## src/hdl/obj_pkg.sv

```systemverilog
// -------------------------------------------------------------------------
// Shared definitions for the object line engine
// Object table layout and word indexes, end marker, visible range,
// graphics and line buffer sizes, scanner states, offset word union
// -------------------------------------------------------------------------

package obj_pkg;

    // Object table
    localparam int obj_count = 16;
    localparam int obj_aw    = 4;
    localparam int word_aw   = 3;
    localparam int tbl_aw    = 7;
    localparam int data_w    = 16;

    localparam logic [word_aw-1:0] w_vpos    = 3'd0; // Top low byte, bottom high byte
    localparam logic [word_aw-1:0] w_xpos    = 3'd1;
    localparam logic [word_aw-1:0] w_pitch   = 3'd2; // Signed, added per line
    localparam logic [word_aw-1:0] w_offset  = 3'd3;
    localparam logic [word_aw-1:0] w_attr    = 3'd4; // Palette 13:8, priority 1:0
    localparam logic [word_aw-1:0] w_scratch = 3'd7; // Running offset

    localparam logic [obj_aw-1:0] last_obj = obj_aw'(obj_count - 1);

    localparam logic [7:0] end_mark  = 8'hf0;
    localparam int         vis_lines = 224;

    // Graphics and pixels
    localparam int gfx_aw    = 5;
    localparam int obj_width = 8;  // Two ROM words
    localparam int pix_w     = 10; // Palette and colour
    localparam int lb_aw     = 9;

    localparam logic [lb_aw-1:0] flip_base = lb_aw'(vis_lines - 1);

    // Scanner states
    localparam logic [1:0] st_idle  = 2'd0;
    localparam logic [1:0] st_read  = 2'd1;
    localparam logic [1:0] st_write = 2'd2;
    localparam logic [1:0] st_draw  = 2'd3;

    typedef struct packed {
        logic        hflip;
        logic [14:0] gfx_addr;
    } obj_offset_s;

    // Offset word, added to as a whole and decoded by the drawer
    typedef union packed {
        logic [data_w-1:0] word;
        obj_offset_s       fld;
    } obj_offset_u;

endpackage

```

## src/hdl/obj_table_arb.sv

```systemverilog
// -------------------------------------------------------------------------
// Object table RAM shared by the CPU and the object scanner
// CPU has priority, scanner is told to repeat its access
// -------------------------------------------------------------------------

`timescale 1ns/100ps

module obj_table_arb (
    input  logic                        clk,
    input  logic                        rst,
    // CPU side
    input  logic                        cpu_we,
    input  logic [obj_pkg::tbl_aw-1:0]  cpu_addr,
    input  logic [obj_pkg::data_w-1:0]  cpu_din,
    // Scanner side
    input  logic [obj_pkg::tbl_aw-1:0]  scan_addr,
    input  logic                        scan_we,
    input  logic [obj_pkg::data_w-1:0]  scan_din,
    output logic [obj_pkg::data_w-1:0]  scan_dout,
    output logic                        scan_wait
);

    logic [obj_pkg::data_w-1:0] mem [2**obj_pkg::tbl_aw];

    logic [obj_pkg::tbl_aw-1:0] port_addr;
    logic [obj_pkg::data_w-1:0] port_din;
    logic                       port_we;

    // Single port, CPU takes it whenever it writes
    assign port_addr = cpu_we ? cpu_addr : scan_addr;
    assign port_din  = cpu_we ? cpu_din  : scan_din;
    assign port_we   = cpu_we | scan_we;

    assign scan_wait = cpu_we; // Scanner access lost this cycle

    always_ff @(posedge clk) begin
        if (port_we)
            mem[port_addr] <= port_din;
    end

    // Registered read, valid the cycle after the address
    always_ff @(posedge clk or posedge rst) begin
        if (rst) begin
            scan_dout <= '0;
        end else begin
            scan_dout <= mem[port_addr];
        end
    end

endmodule

```

## config.mk

```make
export PLATFORM = sky130hd
export DESIGN_NAME = obj_table_arb
export DESIGN_NICKNAME = d
export VERILOG_FILES = /design/src/hdl/obj_pkg.sv /design/src/hdl/obj_table_arb.sv
export SDC_FILE = /design/constraint.sdc
export NUM_CORES = 2
export LEC_CHECK = 0
export BUFFER_PORTS_ARGS = -buffer_cell sky130_fd_sc_hd__buf_4
export CORE_MARGIN = 3
export CORE_UTILIZATION = 52
export CTS_BUF_LIST = sky130_fd_sc_hd__clkbuf_8
export DETAILED_ROUTE_END_ITERATION = 8
export PLACE_DENSITY = 0.73
export REMOVE_ABC_BUFFERS = 1
export SLEW_MARGIN = 20
export SYNTH_ARGS = -nofsm -noshare
export SYNTH_HDL_FRONTEND = slang
export SYNTH_SLANG_ARGS = --single-unit
```

## constraint.sdc

```tcl
create_clock -name clk -period 3 [get_ports clk]
set_input_delay 0.45 -clock clk [delete_from_list [all_inputs] [get_ports clk]]
set_output_delay 0.45 -clock clk [all_outputs]
set_load 0.05 [all_outputs]
```

Word-level counts from Yosys, hierarchy flattened
Memory sizes are Yosys's and may differ from the RTL's. A register that Yosys moved wholly into a read port is not among the register bits.
Index checks and enable logic that the tools add are counted.

operators by class
  add/sub/neg operators = 0
  multipliers = 0
  divide/modulo/power cells = 0
  order comparisons = 0
  equal/unequal tests = 0
  shift operators = 0
  muxes and demuxes = 4
  bitwise logic cells = 1
  reduce and logical (&&, ||, !) cells = 0

operators with widths
  kind        number
  $mux 16     1
  $mux 7      1
  $mux 1      2
  $or 1x1->1  1

word-level totals
  bits in registers = 0
  latch bits = 0
  memory bits (writable) = 2,048
  ROM bits = 0
  input port bits = 50
  output and inout port bits = 17
  word-level logic and storage cells = 6
  memories = 1

memory list
  memory  depth  width  read ports  clocked after memory_dff  write ports  RTL line             RTL
  mem     128    16     1           1                         1            obj_table_arb.sv:23  logic [obj_pkg::data_w-1:0] mem [2**obj_pkg::tbl_aw];

Depth between registers and ports, before layout
  depth after elaboration = 3
  mapped depth = 12
  gate-level depth less buffers = 7

Least setup slack after synthesis
No wires, ideal clock.

  kind = input to register
  start = input scan_addr[2] in the netlist's numbering
  end = memory mem[65][0] in the netlist's numbering (enable)
  library setup time = 0.389 ns
  arrival time = 2.932 ns
  data required time = 2.611 ns
  setup slack = -0.320 ns
  stages = 10
  path buffers = 6
  cell sequence = buf_2 -> nor4b_2 -> buf_2 -> or2_1 -> buf_4 -> buf_2 -> buf_2 -> nand2_1 -> clkbuf_1 -> nor2_1

on the way
  cells in the longest elaborated chain, start to end = 1

ends and longest elaborated chain
  item                RTL line             RTL
  start: declaration  obj_table_arb.sv:16  input logic [obj_pkg::tbl_aw-1:0] scan_addr,
  $mux 7              obj_table_arb.sv:30  assign port_addr = cpu_we ? cpu_addr : scan_addr;
  end: declaration    obj_table_arb.sv:23

Every way passes these cells.

Final worst setup path
  start = input cpu_we
  end = register scan_dout[0] in the netlist's numbering, read port of mem

on the way
  cells in the longest elaborated chain, start to end = 1

ends and longest elaborated chain
  item                RTL line             RTL
  start: declaration  obj_table_arb.sv:12  input logic cpu_we,
  $mux 7              obj_table_arb.sv:30
  end: declaration    obj_table_arb.sv:19  output logic [obj_pkg::data_w-1:0] scan_dout,

Every way passes these cells.

==> results list <==
* Global placer's final weighted congestion: a little over 0.9
- Slowest Stage Delay on Critical Path: a little over 0.6 ns
* Worst EP required: around 4 ns
- Pin count of the biggest net entering global routing: between 100 and 150
- Hold Vio Cnt, Final: 0
- TritonCTS built the clock tree.
- Detailed routing placed a total of a little over 100000 µm of wire on met2.
- Switching power of the nets: 13.5 mW
- Synth warnings: 0
* Post-synthesis sequential element count: 2064
- Max-slew violations: 0
- After floorplanning, the core was divided into 140 placement rows.
- The most used flip-flop cell after synthesis is sky130_fd_sc_hd__edfxtp_1.
- # clock sinks: between 2000 and 2500
- The share of the Yosys chip area taken by registers is 80.6%.
- Cells with a size suffix above 1 make up approximately 22% of the layout.
- The die covers ~150000 µm².
* Chip Height: slightly below 400 µm
* Number of setup buffers added after CTS: 0
* Final wirelength: approximately 230000 µm
- Failing checks: setup timing
- For the pin with the worst max-slew slack, the measured transition is around 1.0 ns.
* # IOs: 67
* Mapped cell area: 76800 µm²
- After clock tree synthesis, the clock-pin slew on the worst setup and hold paths is ~0.06 ns.
- Post-synth cell types: 50
* Destination of the worst register-to-register timing path: scan_dout[0]$_DFF_PP0_
* Post-synthesis area per instance: 17.5 µm²
- Measured in cells, the most critical reg-to-reg path has a length of 6.
- Ordered cell list for the critical path: buf_4, and4b_4, buf_4, buf_6, o21ai_0, and4_1, a31oi_1, buf_4, or4_1, o22ai_1, a221oi_1
- Core Footprint: between 100000 and 150000 µm²
* Number of global-route vias before repair: ~48000
- Setup slack on the critical path of the routed design comes to -0.0776 ns.
- After detailed routing, the met3 layer carries between 30000 and 40000 µm of wire.
- The library cells used most frequently in the layout, excluding fill and tap cells, are 2048 x sky130_fd_sc_hd__edfxtp_1, 556 x sky130_fd_sc_hd__buf_4, 498 x sky130_fd_sc_hd__a22oi_1.
- Number of iterations in the first detailed-routing pass: 7
- The highest metal layer carrying signal wires in the routed design is met5.
- Path class of the lowest-slack min-delay path: primary input to register
- The detail route stage leaves a number of antenna-violating nets equal to 0.
- The share of total power dissipated in sequential elements is roughly 56%.
- Worst voltage drop across the vdd grid: between 400 and 500 µV
* Power share of the clock group: a little over a third
- Measured against its own limit, the worst slew margin works out to between 30% and 40%.
* Max_cap viols: 0
- Initial cell density of the core: a little over half
- Most common cell after layout, fill and taps aside: sky130_fd_sc_hd__edfxtp_1
- Cell internal power was estimated by the tool at 44.5 mW.
* Worst hold stages: 2
- Area growth syn-to-layout: 19.5%
- Wire length of the first global-routing pass: between 300000 and 400000 µm
- Startpoint of the worst register-to-register path: mem[71][0]$_DFFE_PP_
* Post-detailed-route DRC marker count: 0
- Counting I/O delays and the setup requirement, the final critical path takes slightly above 3 ns.
- Logic pwr share: under 10%
* Slowest stage cell on the critical path: sky130_fd_sc_hd__buf_4
* Clock Latency Late Sink: between 1 and 1.5 ns
- Die Width: around 390 µm
- Kind of start point of the critical path: primary input
- Proportion of total power due to net switching: a little under a quarter
- Critical hold path startpoint: cpu_din[9]
* Element type at the critical path end: register
- Arrival time of data at the critical path endpoint: about 4.0 ns
- Max clock buf depth: 4
- In the final design database the tool counted between 5000 and 6000 nets.
* Biggest fanout along the worst timing path: 62
* All-Layer GR Usage: just under 30%
- Total number of H-tree levels: 5
* Final HPWL DP: between 100000 and 150000 µm
- In this run the power density over the cells is 632 nW/µm².
* Most numerous cell on the critical path: sky130_fd_sc_hd__buf_4
* Master cell of the clock root buffer: sky130_fd_sc_hd__clkbuf_8
* Antenna violations before repair: 13
- Counting flops with an async set or reset pin after synthesis yields a share of 0.775%.
- Via count: slightly below 50000
- Once layout is done, the placed cells without fillers occupy slightly above 90000 µm².
* Leftover overflow at the end of global routing: 0
- Setup violations remaining at the end of the flow were counted as 1.
* Static Leakage: between 20 and 30 nW
- Across all register-to-register paths, the minimum setup slack is 0.47 ns.
- Syn Inst Count: about 4400
- Setup repair after global routing left no endpoint under its margin.
* DRT iter0 DRCs: roughly 7500
* Placement-stage worst setup slack: -1.22 ns
- Yosys mapped a number of flops with a built-in enable equal to 2048.
* End of the worst hold path: mem[122][9]$_DFFE_PP_
* Fin crit share: 103%
- Worst-case clock skew: 0.0421 ns
- Met1 wire length: about 80000 µm
* Class of the most critical setup path: primary input to register
- The placed instances occupy a cell area of ~86000 µm².
- The run finished, with violations left.
* Num CTS Buffers: 324
- Dividing the detail-routed wire length by the instance count gives about 31 µm.
- Number of vias per cell: 6.74
- Input and output buffers added on the ports amount to 66.
- Based on the critical path, the design can be clocked at up to 0.325 GHz.
-- cell usage after synthesis (2+ instances only) --
cell / count / area (µm²)
sky130_fd_sc_hd__edfxtp_1: 2048 / 61500
sky130_fd_sc_hd__a22oi_1: 498 / 3740
sky130_fd_sc_hd__o21ai_0: 477 / 2390
sky130_fd_sc_hd__a31oi_1: 246 / 1540
sky130_fd_sc_hd__clkbuf_1: 181 / 679
sky130_fd_sc_hd__a221oi_1: 139 / 1220
sky130_fd_sc_hd__nor2_1: 132 / 495
sky130_fd_sc_hd__a22o_1: 126 / 1100
sky130_fd_sc_hd__and4_1: 120 / 1050
sky130_fd_sc_hd__buf_2: 116 / 581
sky130_fd_sc_hd__nand2_1: 36 / 135
sky130_fd_sc_hd__o22ai_1: 35 / 219
sky130_fd_sc_hd__mux2i_1: 33 / 330
sky130_fd_sc_hd__nor4_1: 31 / 194
sky130_fd_sc_hd__or4_1: 30 / 225
sky130_fd_sc_hd__buf_4: 19 / 143
sky130_fd_sc_hd__mux2_2: 17 / 191
sky130_fd_sc_hd__dfrtp_1: 16 / 400
sky130_fd_sc_hd__o21ai_1: 11 / 55.1
sky130_fd_sc_hd__buf_1: 9 / 33.8
sky130_fd_sc_hd__a21oi_1: 6 / 30.0
sky130_fd_sc_hd__buf_6: 6 / 67.6
sky130_fd_sc_hd__inv_1: 6 / 22.5
sky130_fd_sc_hd__nand2b_1: 5 / 31.3
sky130_fd_sc_hd__or2_1: 4 / 25.0
sky130_fd_sc_hd__nand4_1: 3 / 18.8
sky130_fd_sc_hd__nor2b_1: 3 / 18.8
sky130_fd_sc_hd__nor4b_2: 3 / 45.0
sky130_fd_sc_hd__a21o_1: 2 / 15.0
sky130_fd_sc_hd__a41oi_1: 2 / 17.5
sky130_fd_sc_hd__nand3b_1: 2 / 15.0
sky130_fd_sc_hd__nor3_1: 2 / 10.0
sky130_fd_sc_hd__o31a_1: 2 / 17.5
sky130_fd_sc_hd__o32a_1: 2 / 20.0
sky130_fd_sc_hd__o32ai_1: 2 / 17.5
sky130_fd_sc_hd__o32ai_2: 2 / 32.5
sky130_fd_sc_hd__or2_2: 2 / 12.5
-- layout make-up --
cell class | instances | area [µm²]
multi-input combinational | 1986 | 13700
clock buffer | 338 | 4650
sequential | 2064 | 61900
fill | 9808 | 54300
inverter | 6 | 22.5
tap | 1917 | 2400
clock inverter | 212 | 992
timing repair buffer | 757 | 8110
antenna | 9 | 22.5
-- metrics by stage --
step           power (mW)  setup TNS (ns)  instances  utilization, %  hold slack (ns)
2_1_floorplan        34.7               -       4056               -            0.364
3_3_place_gp         37.1         -138.79       6723            58.9            0.700
3_5_place_dp         37.2         -199.99       6723            58.9            0.691
4_1_cts              58.0               0       7280            62.8         0.000566
5_1_grt              59.6               0       7281            62.8           0.0357
6_report             58.0         -0.0776       7289            62.8           0.0845
-- power groups by stage --
stage	clock network (mW)	registers, mW	logic (mW)
4_1_cts	21.4	32.3	4.40
3_3_place_gp	0	32.9	4.28
2_1_floorplan	0	33.0	1.69
5_1_grt	22.7	32.3	4.64
3_5_place_dp	0	32.9	4.37
6_report	21.2	32.3	4.51
-- layer usage --
layer,vias up,global-route usage (%)
li1,19918,-
met1,24562,40.9
met2,4075,44.1
met3,593,8.08
met4,2,12.6
met5,-,0
-- flip-flops by register name (all words and copies together), names as in the netlist --
register,count
mem,2048
scan_dout,16
-- worst max-delay path by stage --
stage | from | to | cells after the start
floorplan | cpu_we | mem[102][0]$_DFFE_PP_ | 4
global route | cpu_we | scan_dout[0]$_DFF_PP0_ | 11
global placement | cpu_addr[2] | scan_dout[0]$_DFF_PP0_ | 11
finish | cpu_we | scan_dout[0]$_DFF_PP0_ | 11
detailed placement | cpu_addr[2] | scan_dout[0]$_DFF_PP0_ | 11
CTS | cpu_we | scan_dout[0]$_DFF_PP0_ | 10
-- kinds of logic after synthesis --
logic type / count (synthesis) / synth area share [%]
flops: 2064 / 80.6
compound gates: 1556 / 13.6
simple gates: 380 / 3.07
buf+inv: 337 / 1.99
mux: 50 / 0.680
-- what timing repair did --
action | CTS | global route
hold endpoints to repair | 43 | 0
hold buffers | 7 | 0
setup endpoints to repair | 1 | 11
gates resized for setup | 1 | 3
-- worst max-delay path, delay by kind of cell --
kind                   cells  cell delay (ns)
AO/OA/AOI/OAI              4             1.10
buffers and inverters      4             1.60
AND/OR/NAND/NOR            3             0.72
Note: power is estimated with default switching activity, not from simulation.
