<file path="config.mk">
export PLATFORM = sky130hd
export DESIGN_NAME = obj_draw
export DESIGN_NICKNAME = d
export VERILOG_FILES = /design/src/hdl/obj_pkg.sv /design/src/hdl/obj_draw.sv
export SDC_FILE = /design/constraint.sdc
export NUM_CORES = 1
export LEC_CHECK = 0
export BUFFER_PORTS_ARGS = -buffer_cell sky130_fd_sc_hd__buf_2
export CAP_MARGIN = 10
export CORE_MARGIN = 2
export CORE_UTILIZATION = 52
export CTS_BUF_LIST = sky130_fd_sc_hd__clkbuf_4 sky130_fd_sc_hd__clkbuf_8
export DETAILED_ROUTE_END_ITERATION = 6
export GPL_ROUTABILITY_DRIVEN = 1
export PLACE_DENSITY = 0.82
export SYNTH_ARGS = -nofsm -noshare
export SYNTH_HDL_FRONTEND = slang
export SYNTH_SLANG_ARGS = --single-unit
</file>
<file path="constraint.sdc">
create_clock -name clk -period 3.6 [get_ports clk]
set_clock_uncertainty 0.15 [all_clocks]
set_input_delay 0.18 -clock clk [delete_from_list [all_inputs] [get_ports clk]]
set_output_delay 0.18 -clock clk [all_outputs]
set_load 0.02 [all_outputs]
</file>
<file path="src/hdl/obj_pkg.sv">
// -------------------------------------------------------------------------
// Shared definitions for the object line engine
// Object table layout and word indexes, end marker, visible range,
// graphics and line buffer sizes, scanner states, offset word union
// -------------------------------------------------------------------------

package obj_pkg;

    // Object table
    localparam int obj_count = 16;
    localparam int obj_aw    = 4;
    localparam int word_aw   = 3;
    localparam int tbl_aw    = 7;
    localparam int data_w    = 16;

    localparam logic [word_aw-1:0] w_vpos    = 3'd0; // Top low byte, bottom high byte
    localparam logic [word_aw-1:0] w_xpos    = 3'd1;
    localparam logic [word_aw-1:0] w_pitch   = 3'd2; // Signed, added per line
    localparam logic [word_aw-1:0] w_offset  = 3'd3;
    localparam logic [word_aw-1:0] w_attr    = 3'd4; // Palette 13:8, priority 1:0
    localparam logic [word_aw-1:0] w_scratch = 3'd7; // Running offset

    localparam logic [obj_aw-1:0] last_obj = obj_aw'(obj_count - 1);

    localparam logic [7:0] end_mark  = 8'hf0;
    localparam int         vis_lines = 224;

    // Graphics and pixels
    localparam int gfx_aw    = 5;
    localparam int obj_width = 8;  // Two ROM words
    localparam int pix_w     = 10; // Palette and colour
    localparam int lb_aw     = 9;

    localparam logic [lb_aw-1:0] flip_base = lb_aw'(vis_lines - 1);

    // Scanner states
    localparam logic [1:0] st_idle  = 2'd0;
    localparam logic [1:0] st_read  = 2'd1;
    localparam logic [1:0] st_write = 2'd2;
    localparam logic [1:0] st_draw  = 2'd3;

    typedef struct packed {
        logic        hflip;
        logic [14:0] gfx_addr;
    } obj_offset_s;

    // Offset word, added to as a whole and decoded by the drawer
    typedef union packed {
        logic [data_w-1:0] word;
        obj_offset_s       fld;
    } obj_offset_u;

endpackage

</file>
<file path="src/hdl/obj_draw.sv">
// -------------------------------------------------------------------------
// Object drawer
// Fetches two graphics words per object line and writes the opaque
// pixels into the line buffer, one pixel per cycle
// -------------------------------------------------------------------------

`timescale 1ns/100ps

module obj_draw (
    input  logic                        clk,
    input  logic                        rst,
    // Draw command
    input  logic                        dr_start,
    output logic                        dr_busy,
    input  logic [obj_pkg::lb_aw-1:0]   dr_xpos,
    input  obj_pkg::obj_offset_u        dr_offset,
    input  logic [5:0]                  dr_pal,
    input  logic [1:0]                  dr_prio,  // Held for a later mixer stage
    // Graphics ROM
    output logic [obj_pkg::gfx_aw-1:0]  gfx_addr,
    input  logic [obj_pkg::data_w-1:0]  gfx_data,
    // Line buffer
    output logic                        lb_we,
    output logic [obj_pkg::lb_aw-1:0]   lb_addr,
    output logic [obj_pkg::pix_w-1:0]   lb_data
);

    logic [3:0]                  cnt;
    logic [obj_pkg::data_w-1:0]  sh;     // Current word, shifted per pixel
    logic [obj_pkg::lb_aw-1:0]   xcur;
    logic [5:0]                  pal;
    logic                        hflip;
    logic [3:0]                  pix;
    logic                        act;
    logic [obj_pkg::gfx_aw-1:0]  base;

    assign base = dr_offset.fld.gfx_addr[obj_pkg::gfx_aw-1:0];

    // Pixels go out from the third busy cycle on
    assign act     = dr_busy && cnt >= 4'd2;
    assign pix     = hflip ? sh[3:0] : sh[15:12];
    assign lb_we   = act && pix != 4'd0; // Colour 0 is transparent
    assign lb_addr = xcur;
    assign lb_data = {pal, pix};

    always_ff @(posedge clk or posedge rst) begin
        if (rst) begin
            dr_busy <= 1'b0;
            cnt     <= '0;
        end else if (dr_start) begin
            dr_busy <= 1'b1;
            cnt     <= '0;
        end else if (dr_busy) begin
            cnt <= cnt + 4'd1;
            if (cnt == obj_pkg::obj_width + 1)
                dr_busy <= 1'b0; // Last pixel written
        end
    end

    always_ff @(posedge clk) begin
        if (dr_start) begin
            xcur     <= dr_xpos;
            pal      <= dr_pal;
            hflip    <= dr_offset.fld.hflip;
            gfx_addr <= dr_offset.fld.hflip ? base + 1'b1 : base; // Right word first
        end else if (dr_busy) begin
            if (cnt == 4'd0)
                gfx_addr <= hflip ? gfx_addr - 1'b1 : gfx_addr + 1'b1;
            // Second word stays on gfx_data once addressed
            if (cnt == 4'd1 || cnt == 1 + obj_pkg::obj_width / 2)
                sh <= gfx_data;
            else if (act)
                sh <= hflip ? sh >> 4 : sh << 4;
            if (act)
                xcur <= xcur + 1'b1; // Wraps at 512
        end
    end

endmodule

</file>
# Yosys cells after proc, flatten, opt, wreduce, memory -nomap -nowiden

Cells that the tools add are included.

Logic and storage cells: 46
Input bits: 52
Register bits after elaboration: 42
Output and inout bits: 26

Reductions and logical operators: 12
Eq/ne operators: 3
$add $sub $neg: 5
Muxes and demuxes: 17
Bitwise gates (word level): 1
Order comparisons: 1

Operator list:

| cell                                                                  | count |
|---|---|
| 16-bit 2-to-1 mux                                                     | 3 |
| 9-bit 2-to-1 mux                                                      | 3 |
| 5-bit 2-to-1 mux                                                      | 5 |
| 4-bit 2-to-1 mux                                                      | 3 |
| 5-bit by 1-bit adder with 5-bit output, second input constant         | 2 |
| 9-bit by 1-bit adder with 9-bit output, second input constant         | 1 |
| 2-bit nonzero test                                                    | 4 |
| 5-bit by 1-bit subtractor with 5-bit output, second input constant    | 1 |
| 4-bit by 1-bit adder with 4-bit output, second input constant         | 1 |
| 4-bit by 1-bit == test with 1-bit output, second input constant       | 1 |
| 4-bit by 3-bit == test with 1-bit output, second input constant       | 1 |
| 4-bit == test, second input constant                                  | 1 |
| 4-bit by 2-bit >= comparator with 1-bit output, second input constant | 1 |
| 4-bit logical NOT                                                     | 1 |
| 2-bit AND reduction                                                   | 2 |
| 4-bit nonzero test                                                    | 1 |
| 1-bit 2-to-1 mux                                                      | 3 |
| 3-bit AND reduction                                                   | 1 |
| 1-bit logical AND                                                     | 2 |
| 1-bit logical OR                                                      | 1 |
| 1-bit inverter                                                        | 1 |

# Logic depth before layout (Yosys ltp)

Gate-level depths: netlist of the first run.

Depth after elaboration: 5
Mapped depth: 6
Depth with buffers taken out: 5

# Worst setup path before layout of the first run

OpenSTA, ideal clock, no wires.

Path kind: register -> register
From: register cnt[0]
To: register sh[0] (netlist bit) (enable)
Data arrival time: 2011 ps
Period minus slack after synthesis: 2574 ps
Cell stages (with the launch flop): 6
Path slack: 1026 ps
Required time: 3037 ps
Library setup time: 413 ps
Buffers on the path: 0
Cell sequence: dfrtp_1 inv_1 ha_1 or4_1 nor2_1 nor3b_1

Word-level cells in the longest chain between the ends: 4
Elaborated cells between the ends (all ways): 7
Classes of those cells: order compare (1); eq/ne (2); reduce/logical (4)

RTL lines:

| what                                                                   | RTL line                       | text |
|---|---|---|
| start: declaration                                                     | obj_draw.sv:28                 | `logic [3:0] cnt;` |
| start signal: assignment                                               | obj_draw.sv:54                 | `cnt <= cnt + 4'd1;` |
| 4-bit by 2-bit >= comparator with 1-bit output (tied with other cells) | obj_draw.sv:40                 | `assign act = dr_busy && cnt >= 4'd2;` |
| 1-bit logical AND or 1-bit logical OR (tied branches)                  | obj_draw.sv:40, obj_draw.sv:70 |  |
| 2-bit nonzero test (no line) *                                         | -                              |  |
| 3-bit AND reduction (no line) *                                        | -                              |  |
| end signal: assignment                                                 | obj_draw.sv:71                 | `sh <= gfx_data;` |
| end signal: assignment                                                 | obj_draw.sv:73                 | `sh <= hflip ? sh >> 4 : sh << 4;` |
| end: declaration                                                       | obj_draw.sv:29                 | `logic [obj_pkg::data_w-1:0] sh;` |

Every way passes the cells marked *; elsewhere a longest branch is shown, timed or not.
A chain may end at the register's enable or synchronous reset.

# Worst setup path after layout of the first run

From: register hflip
To: output lb_we

Word-level cells in the longest chain between the ends: 3

RTL lines:

| what                     | RTL line       | text |
|---|---|---|
| start: declaration       | obj_draw.sv:32 | `logic hflip;` |
| start signal: assignment | obj_draw.sv:64 | `hflip <= dr_offset.fld.hflip;` |
| 4-bit 2-to-1 mux         | obj_draw.sv:41 | `assign pix = hflip ? sh[3:0] : sh[15:12];` |
| 4-bit nonzero test       | obj_draw.sv:42 | `assign lb_we = act && pix != 4'd0;` |
| 1-bit logical AND        | obj_draw.sv:42 |  |
| end: declaration         | obj_draw.sv:23 | `output logic lb_we,` |

Every way passes these cells.

==> results of run 1 <==
cell usage after synthesis (all sizes together):
master,instances
nand4,4
nand3,11
nor3b,1
a31o,1
and3,1
mux2,5
or4,5
nor4,1
o21ai,25
mux2i,11
ha,9
xor2,8
edfxtp,37
fa,1
inv,4
a21oi,5
a211o,1
nor2b,5
buf,7
nand2b,7
nor2,10
dfrtp,5
xnor2,4
and4b,1
clkbuf,3
a211oi,2
nand2,33
worst register-to-register path, stage by stage (launching register included):
cell,delay (ns)
edfxtp_1,1.01
ha_1,0.44
a21oi_1,0.20
a211oi_1,0.09
a211o_1,0.26
sequential cells by signal, summed over array words and instances, names as in the netlist:
| signal | count |
|---|---|
| cnt | 4 |
| dr_busy | 1 |
| gfx_addr | 5 |
| hflip | 1 |
| lb_addr | 9 |
| pal | 6 |
| sh | 16 |
cells by family after synthesis:
group           after synthesis  synth area share [%]
compound gates               34                 7.956
xor+xnor                     12                 4.578
simple gates                 79                 17.11
mux                          16                 7.411
flops                        42                 53.84
buf+inv                      14                 3.324
fa+ha+maj                    10                 5.777
layer usage:
| layer | up-vias | track usage (%) | part of all wire, % |
|---|---|---|---|
| li1 | 890 | - | - |
| met1 | 808 | 25.48 | 46 |
| met2 | 39 | 30.92 | 48 |
| met3 | 8 | 4.329 | 4.3 |
| met4 | 0 | 6.410 | 1.7 |
| met5 | - | 0 | 0 |
metrics by stage:
stage | utilization, % | hold WS (ns) | setup WS (ns) | total power (uW)
after CTS | 66.17 | 0.0001111 | 0.8437 | 1445
after floorplan | - | -0.1915 | 1.026 | 932.9
after global routing | 66.17 | 0.01766 | 0.7196 | 1510
final | 66.17 | 0.01210 | 0.8634 | 1433
after global placement | 61.66 | -0.06039 | 1.206 | 1043
after detailed placement | 61.66 | -0.05558 | 1.184 | 1056
power groups by stage:
stage / Clock (uW) / Combinational [uW] / Sequential [uW]
finish: 378 / 367 / 687
global route: 399 / 413 / 698
CTS: 387 / 372 / 687
detailed placement: 0 / 359 / 697
global placement: 0 / 347 / 696
floorplan: 0 / 201 / 732
final timing paths:
kind	from	end	slack [ns]
hold reg to reg	cnt[2]	dr_busy	0.47
setup / recovery	hflip	lb_we	0.86
min in group asynchronous	rst	cnt[1]	0.17
max in group asynchronous	rst	dr_busy	2.94
setup reg to reg	hflip	gfx_addr[4]	1.20
hold / removal	gfx_data[2]	sh[2]	0.01
layout make-up:
cell class,count,share of cell area [%]
clock inverters,2,1.321
inverters,4,0.5284
clock buffers,6,2.686
repair buffers,75,14.80
flip-flops and latches,42,43.51
well taps,52,2.290
multi-input cells,151,34.87
cells in the final DEF, fill, tap and decap left out, types with 7 or more instances in the layout:
cell type | synthesis | final
mux2i_1 | 11 | 11
buf_2 | 4 | 65
dlygate4sd3_1 | 0 | 8
nand2_1 | 32 | 32
ha_1 | 9 | 9
o21ai_0 | 9 | 9
xor2_1 | 8 | 8
nand3_1 | 11 | 11
nand2b_1 | 7 | 7
o21ai_1 | 16 | 16
nor2_1 | 10 | 10
edfxtp_1 | 37 | 37
==> metrics, run 1 <==
H-tree lvl count 2; Mapped Nets 269; via count about 1,700; cts repair resizes 0; Worst Reg-to-Reg Cells 4; Cell Area, Placed around 2600 sq um; Syn Area/Cell 11.09 sq um; Internal ~1000 uW; 1st-iter DRT viols 132; worst slew pin tran about 1 ns; FILL cells roughly 340; antenna cells 0; Ports a little under 80; Worst path slowest cell edfxtp_1; DR DRC count 0; Hold WC Path Type input port to flop; Antenna Nets Post-Route 0; Layout Cells excl Fill 332; Initial Util 53.47%; critical path depth in cells 4; Required @ worst endpoint between 3 and 4 ns; CP top delay family flip-flops; Seq/Total Area, Yosys between 50% and 60%; multi-input logic area around 1000 sq um; DP HPWL approximately 3100 um; layout cells sized above 1 29.64%; combinational share of power approximately 26%; die outline width just over 70 um; Final setup viols 0; die height roughly 70 um; fin crit period 2.737 ns; post-route design area 2841 sq um; count of final max-slew check failures 0; Yosys top cell area share 48.39%; GPL Wtd Cong 0.7656; Vias/cell 5.256; Hold Path Depth 3; outcome complete, no violations; setup TNS 0 ns; Worst Path Class, Setup flop to output pin; max-cap violation count 0; die area between 4000 and 5000 sq um; Clock Power Share 26.4%; Synth-to-Final Area Change 23.76%; final WL 4496 um; Critical Path AT 2.41 ns; #FFs+latches synth 42; DR pass1 iterations 4; largest net degree at the start of global routing 48; row cnt 24; CTS tree done; RSZ-0062 raised after global routing no; biggest area consumer among synthesized cells edfxtp_1; worst-path cell chain mux2_2, nor4_1, nor2_1, buf_2; synth top area cells edfxtp_1 (48%), dfrtp_1 (5.4%), nand2_1 (5.2%), ha_1 (4.9%), mux2i_1 (4.8%); Sw Pwr about 440 uW; Num CTS Buffers 5; grt ovf 0; sequential standard cell area about 1200 sq um; Buf/Inv on CP 1; Max Clock Freq 365.4 MHz; initial antenna violation count 0; Post-Place Cells around 320; Gate Count Post-Synth 207; nets@finish 341; crit-path max cell delay ~1.0 ns; core footprint ~4300 sq um; highest ir drop seen on vdd roughly 0.00024 V; synthesized area roughly 2300 sq um; PD cells 504.4 nW/um^2; CP max FO 25; post-synth cell types 34; first-pass GRT wire length 7465 um; gr usage total a little under a fifth; Startpoint Class flop; CTS Hold Bufs 8; Worst Setup End Kind output pin; Slew headroom about 34%; clk sink count 42; period utilization 76.02%; port bufs 65; switching power share of the total a little under a third; Flop pwr share 48.0%; average wire per standard cell approximately 14 um; Lkg Pwr between 0.001 and 0.0015 uW; vias in the first global route 1,676; Hold Fails Final Rpt 0; Post-CTS Repair Setup Buffers 0; clk_lat worst skew roughly 0.3 ns; yosys warns 0; CTS max path bufs 2; clk root buf clkbuf_8; Reg clk slew, reported paths 0.08 ns
(Power assumes the default switching activity.)
==> inputs of run 2 (changes only) <==
--- a/config.mk
+++ b/config.mk
@@ -5,14 +5,15 @@
 export SDC_FILE = /design/constraint.sdc
 export NUM_CORES = 1
 export LEC_CHECK = 0
+export ABC_AREA = 1
 export BUFFER_PORTS_ARGS = -buffer_cell sky130_fd_sc_hd__buf_2
 export CAP_MARGIN = 10
 export CORE_MARGIN = 2
-export CORE_UTILIZATION = 52
+export CORE_UTILIZATION = 53
 export CTS_BUF_LIST = sky130_fd_sc_hd__clkbuf_4 sky130_fd_sc_hd__clkbuf_8
 export DETAILED_ROUTE_END_ITERATION = 6
 export GPL_ROUTABILITY_DRIVEN = 1
-export PLACE_DENSITY = 0.82
+export PLACE_DENSITY = 0.83
 export SYNTH_ARGS = -nofsm -noshare
 export SYNTH_HDL_FRONTEND = slang
 export SYNTH_SLANG_ARGS = --single-unit
==> constraint.sdc (replaced) <==
create_clock -name clk -period 2.9 [get_ports clk]
set_clock_uncertainty 0.15 [all_clocks]
set_input_delay 0.145 -clock clk [delete_from_list [all_inputs] [get_ports clk]]
set_output_delay 0.145 -clock clk [all_outputs]
set_load 0.02 [all_outputs]
==> run 2 against run 1 <==
Flip-flop and latch count unchanged. Synthesized cell count grew 30%. Core utilization grew 3.4 points. Via count up 19%. Non-clock buffer count rose by 13. Register-to-register slack got worse by 0.41 ns. Critical path depth rose by 1. Combinational power is 31% higher. Cell count is 23% higher. Worst hold slack got worse by 0.0070 ns.
==> metrics, run 2 <==
DR pass1 iterations 4 (unchanged); PD cells 558.7 nW/um^2 (+11%); Post-Place Cells 380 (+20%); cts repair resizes 0 (unchanged); clk sink count 42 (unchanged); Hold WC Path Type input port to flop; GPL Wtd Cong 0.8009 (+4.6%); antenna cells 0 (unchanged); Reg clk slew, reported paths 0.08 ns (about the same); Post-Synth XOR/XNOR Area 1.091% (-3.5 points); vias in the first global route 1,987 (+19%); hold slack 0.005100 ns (-0.007000 ns); first-pass GRT wire length 8776 um (+18%); DR DRC count 0 (unchanged); number of flops mapped to enable cells by yosys 37 (unchanged); Antenna Nets Post-Route 0 (unchanged); CTS max path bufs 2 (unchanged); Lkg Pwr 0.001435 uW (+19%); worst-path cell chain o21ai_0, nand2_1, nor2_1, nor2_1, buf_2; row cnt 24 (unchanged); synth top area cells edfxtp_1 (46%), nand2_1 (14%), nand3_1 (6.4%), dfrtp_1 (5.2%), ha_1 (4.7%); Critical Path AT 1.85 ns (-0.56 ns); period utilization between 70% and 80%; max-cap violation count 0 (unchanged); nets@finish 417 (+22%); Buf/Inv on CP 1 (unchanged); Synth async-reset ratio 11.90% (unchanged); Worst Path Class, Setup flop to output pin; Worst Reg-to-Reg Cells 5 (+1); Seq/Total Area, Yosys 51.35% (-2.5 points); most common cell after layout, fill and taps aside nand2_1; Post-synth top cells nand2_1 (89), edfxtp_1 (37), nand3_1 (31), inv_1 (24), nor2_1 (21); top_reg_cell synth edfxtp_1; CP top delay family flip-flops; FF-to-FF End gfx_addr[3]; layout cells sized above 1 24.16% (-5.5 points); Mapped Nets 331 (+23%); Worst Setup End Kind output pin; port bufs 65 (unchanged); largest net degree at the start of global routing 28 (-42%); setup TNS 0 ns (unchanged); Layout Cells excl Fill 408 (+23%); #FFs+latches synth 42 (unchanged); most frequent cells in the layout nand2_1 (89), buf_2 (65), edfxtp_1 (37); fin crit period 2.147 ns; Slew headroom 49.48% (+16 points); mux share of post-synthesis cell area 0.4158% (-7.0 points); crit-path max cell delay 0.85 ns (-0.16 ns); Largest register FFs 16 (unchanged); clk root buf clkbuf_8; Num CTS Buffers 5 (unchanged); Vias/cell 5.076 (-3.4%); Post-CTS Repair Setup Buffers 0 (unchanged); Post-Synth Simple-Gate Area 26.25% (+9.1 points); Syn Area/Cell 8.949 sq um (-19%); CTS Hold Bufs 20 (+12); final WL 5248 um (+17%); post-synth cell types 28 (-18%); post-synthesis compound-gate area fraction 8.160% (+0.20 points); multi-input logic area 997.2 sq um (+0.63%); Startpoint Class flop; most frequent cell after synthesis nand2_1; via count 2,071 (+19%); Worst path slowest cell edfxtp_1; R2R Path Start hflip; sequential standard cell area 1236 sq um (unchanged); Yosys top cell area share 46.15% (-2.2 points); synthesized area 2407 sq um (+4.9%); Synth Area in Adders 5.509% (-0.27 points); Hold Path Depth 3 (unchanged); H-tree lvl count 2 (unchanged); Required @ worst endpoint 2.61 ns (-0.66 ns); die outline width 71.40 um (+1.3%); CTS tree done; gr usage total 22.32% (+3.2 points); highest ir drop seen on vdd 0.0003539 V (+47%); clk_lat worst skew 0.30 ns (about the same); setup slack, reg-to-reg 0.79 ns (-0.41 ns); worst slew pin tran 0.7579 ns (-0.2392 ns); DP HPWL 3608 um (+15%); largest family of logic cells by synthesized area simple AND/OR/NAND/NOR gates; die height 71.40 um (+1.3%); outcome complete, no violations; Synth-to-Final Area Change 25.78%; initial antenna violation count 0 (unchanged); most frequent CP cell nor2_1; Hold Fails Final Rpt 0 (unchanged); biggest area consumer among synthesized cells edfxtp_1; Largest Register sh; count of final max-slew check failures 0 (unchanged); Pwr Total 1692 uW (+18%); core footprint 4354 sq um (+1.4%); Critical Path Start hflip; Worst Hold Launch gfx_data[2]; grt ovf 0 (unchanged); average wire per standard cell 12.86 um (-5.0%); CP max FO 26 (+4.0%); 1st-iter DRT viols 168 (+27%); Gate Count Post-Synth 269 (+30%); Initial Util 55.29% (+1.8 points); RSZ-0062 raised after global routing no; yosys warns 0 (unchanged); Max Clock Freq around 470 MHz; Ports 78 (unchanged); die area 5097 sq um (+2.7%); FILL cells 344 (+0.58%); Final setup viols 0 (unchanged); hold worst-path end sh[2]
==> run 2: cell types whose count changed after synthesis, moves of 10 or more <==
cell	delta
inv_1	+20
mux2i_1	-10
nand2_1	+57
nand3_1	+20
nor2_1	+11
o21ai_1	-16
==> run 2: worst max-delay path by stage <==
stage / slack (ns) / endpoint / cells past startpoint
6_report: 0.75 / lb_we / 5
5_1_grt: 0.57 / lb_we / 6
4_1_cts: 0.72 / lb_we / 5
3_5_place_dp: 0.82 / gfx_addr[4] / 5
3_3_place_gp: 0.84 / gfx_addr[4] / 7
2_1_floorplan: 1.00 / sh[0] / 5
==> run 2: final cells by class <==
class | count | share of cell area (%)
flip-flops and latches | 42 | 40.83
multi-input cells | 193 | 32.93
repair buffers | 88 | 18.10
inverters | 25 | 3.182
clock buffers | 6 | 2.521
well taps | 52 | 2.149
clock inverters | 2 | 0.2893
==> run 2: logic make-up (layout without fill, tap and decap cells) <==
kind of cell,Yosys count,in the layout
multiplexers,1,1
XOR/XNOR,3,3
adder cells (fa/ha/maj),10,10
AO/OA/AOI/OAI,30,30
buffers and inverters,34,121
flip-flops,42,42
AND/OR/NAND/NOR,149,149
==> run 2: through the flow <==
step / utilization (%) / area [sq um] / setup slack (ns)
global placement: 62.99 / 2743 / 0.8442
CTS: 69.54 / 3028 / 0.7208
finish: 69.54 / 3028 / 0.7526
global route: 69.54 / 3028 / 0.5664
floorplan: - / 2407 / 1.002
detailed placement: 62.99 / 2743 / 0.8192
==> run 2: tightest hold or removal path: cells and delay by family <==
family	cells	cell delay (ns)
simple gates	2	0.13
buf+inv	1	0.07
==> run 2: where the power goes <==
part	switching [uW]	internal, uW
Combinational	292	188
Sequential	64.7	769
Clock	204	175
Total	560	1130
==> run 2: per-layer routing <==
layer / global-route usage (%) / part of all wire (%)
met1: 27.48 / 42
met2: 37.65 / 51
met3: 4.782 / 3.7
met4: 10.27 / 3.0
met5: 0 / 0
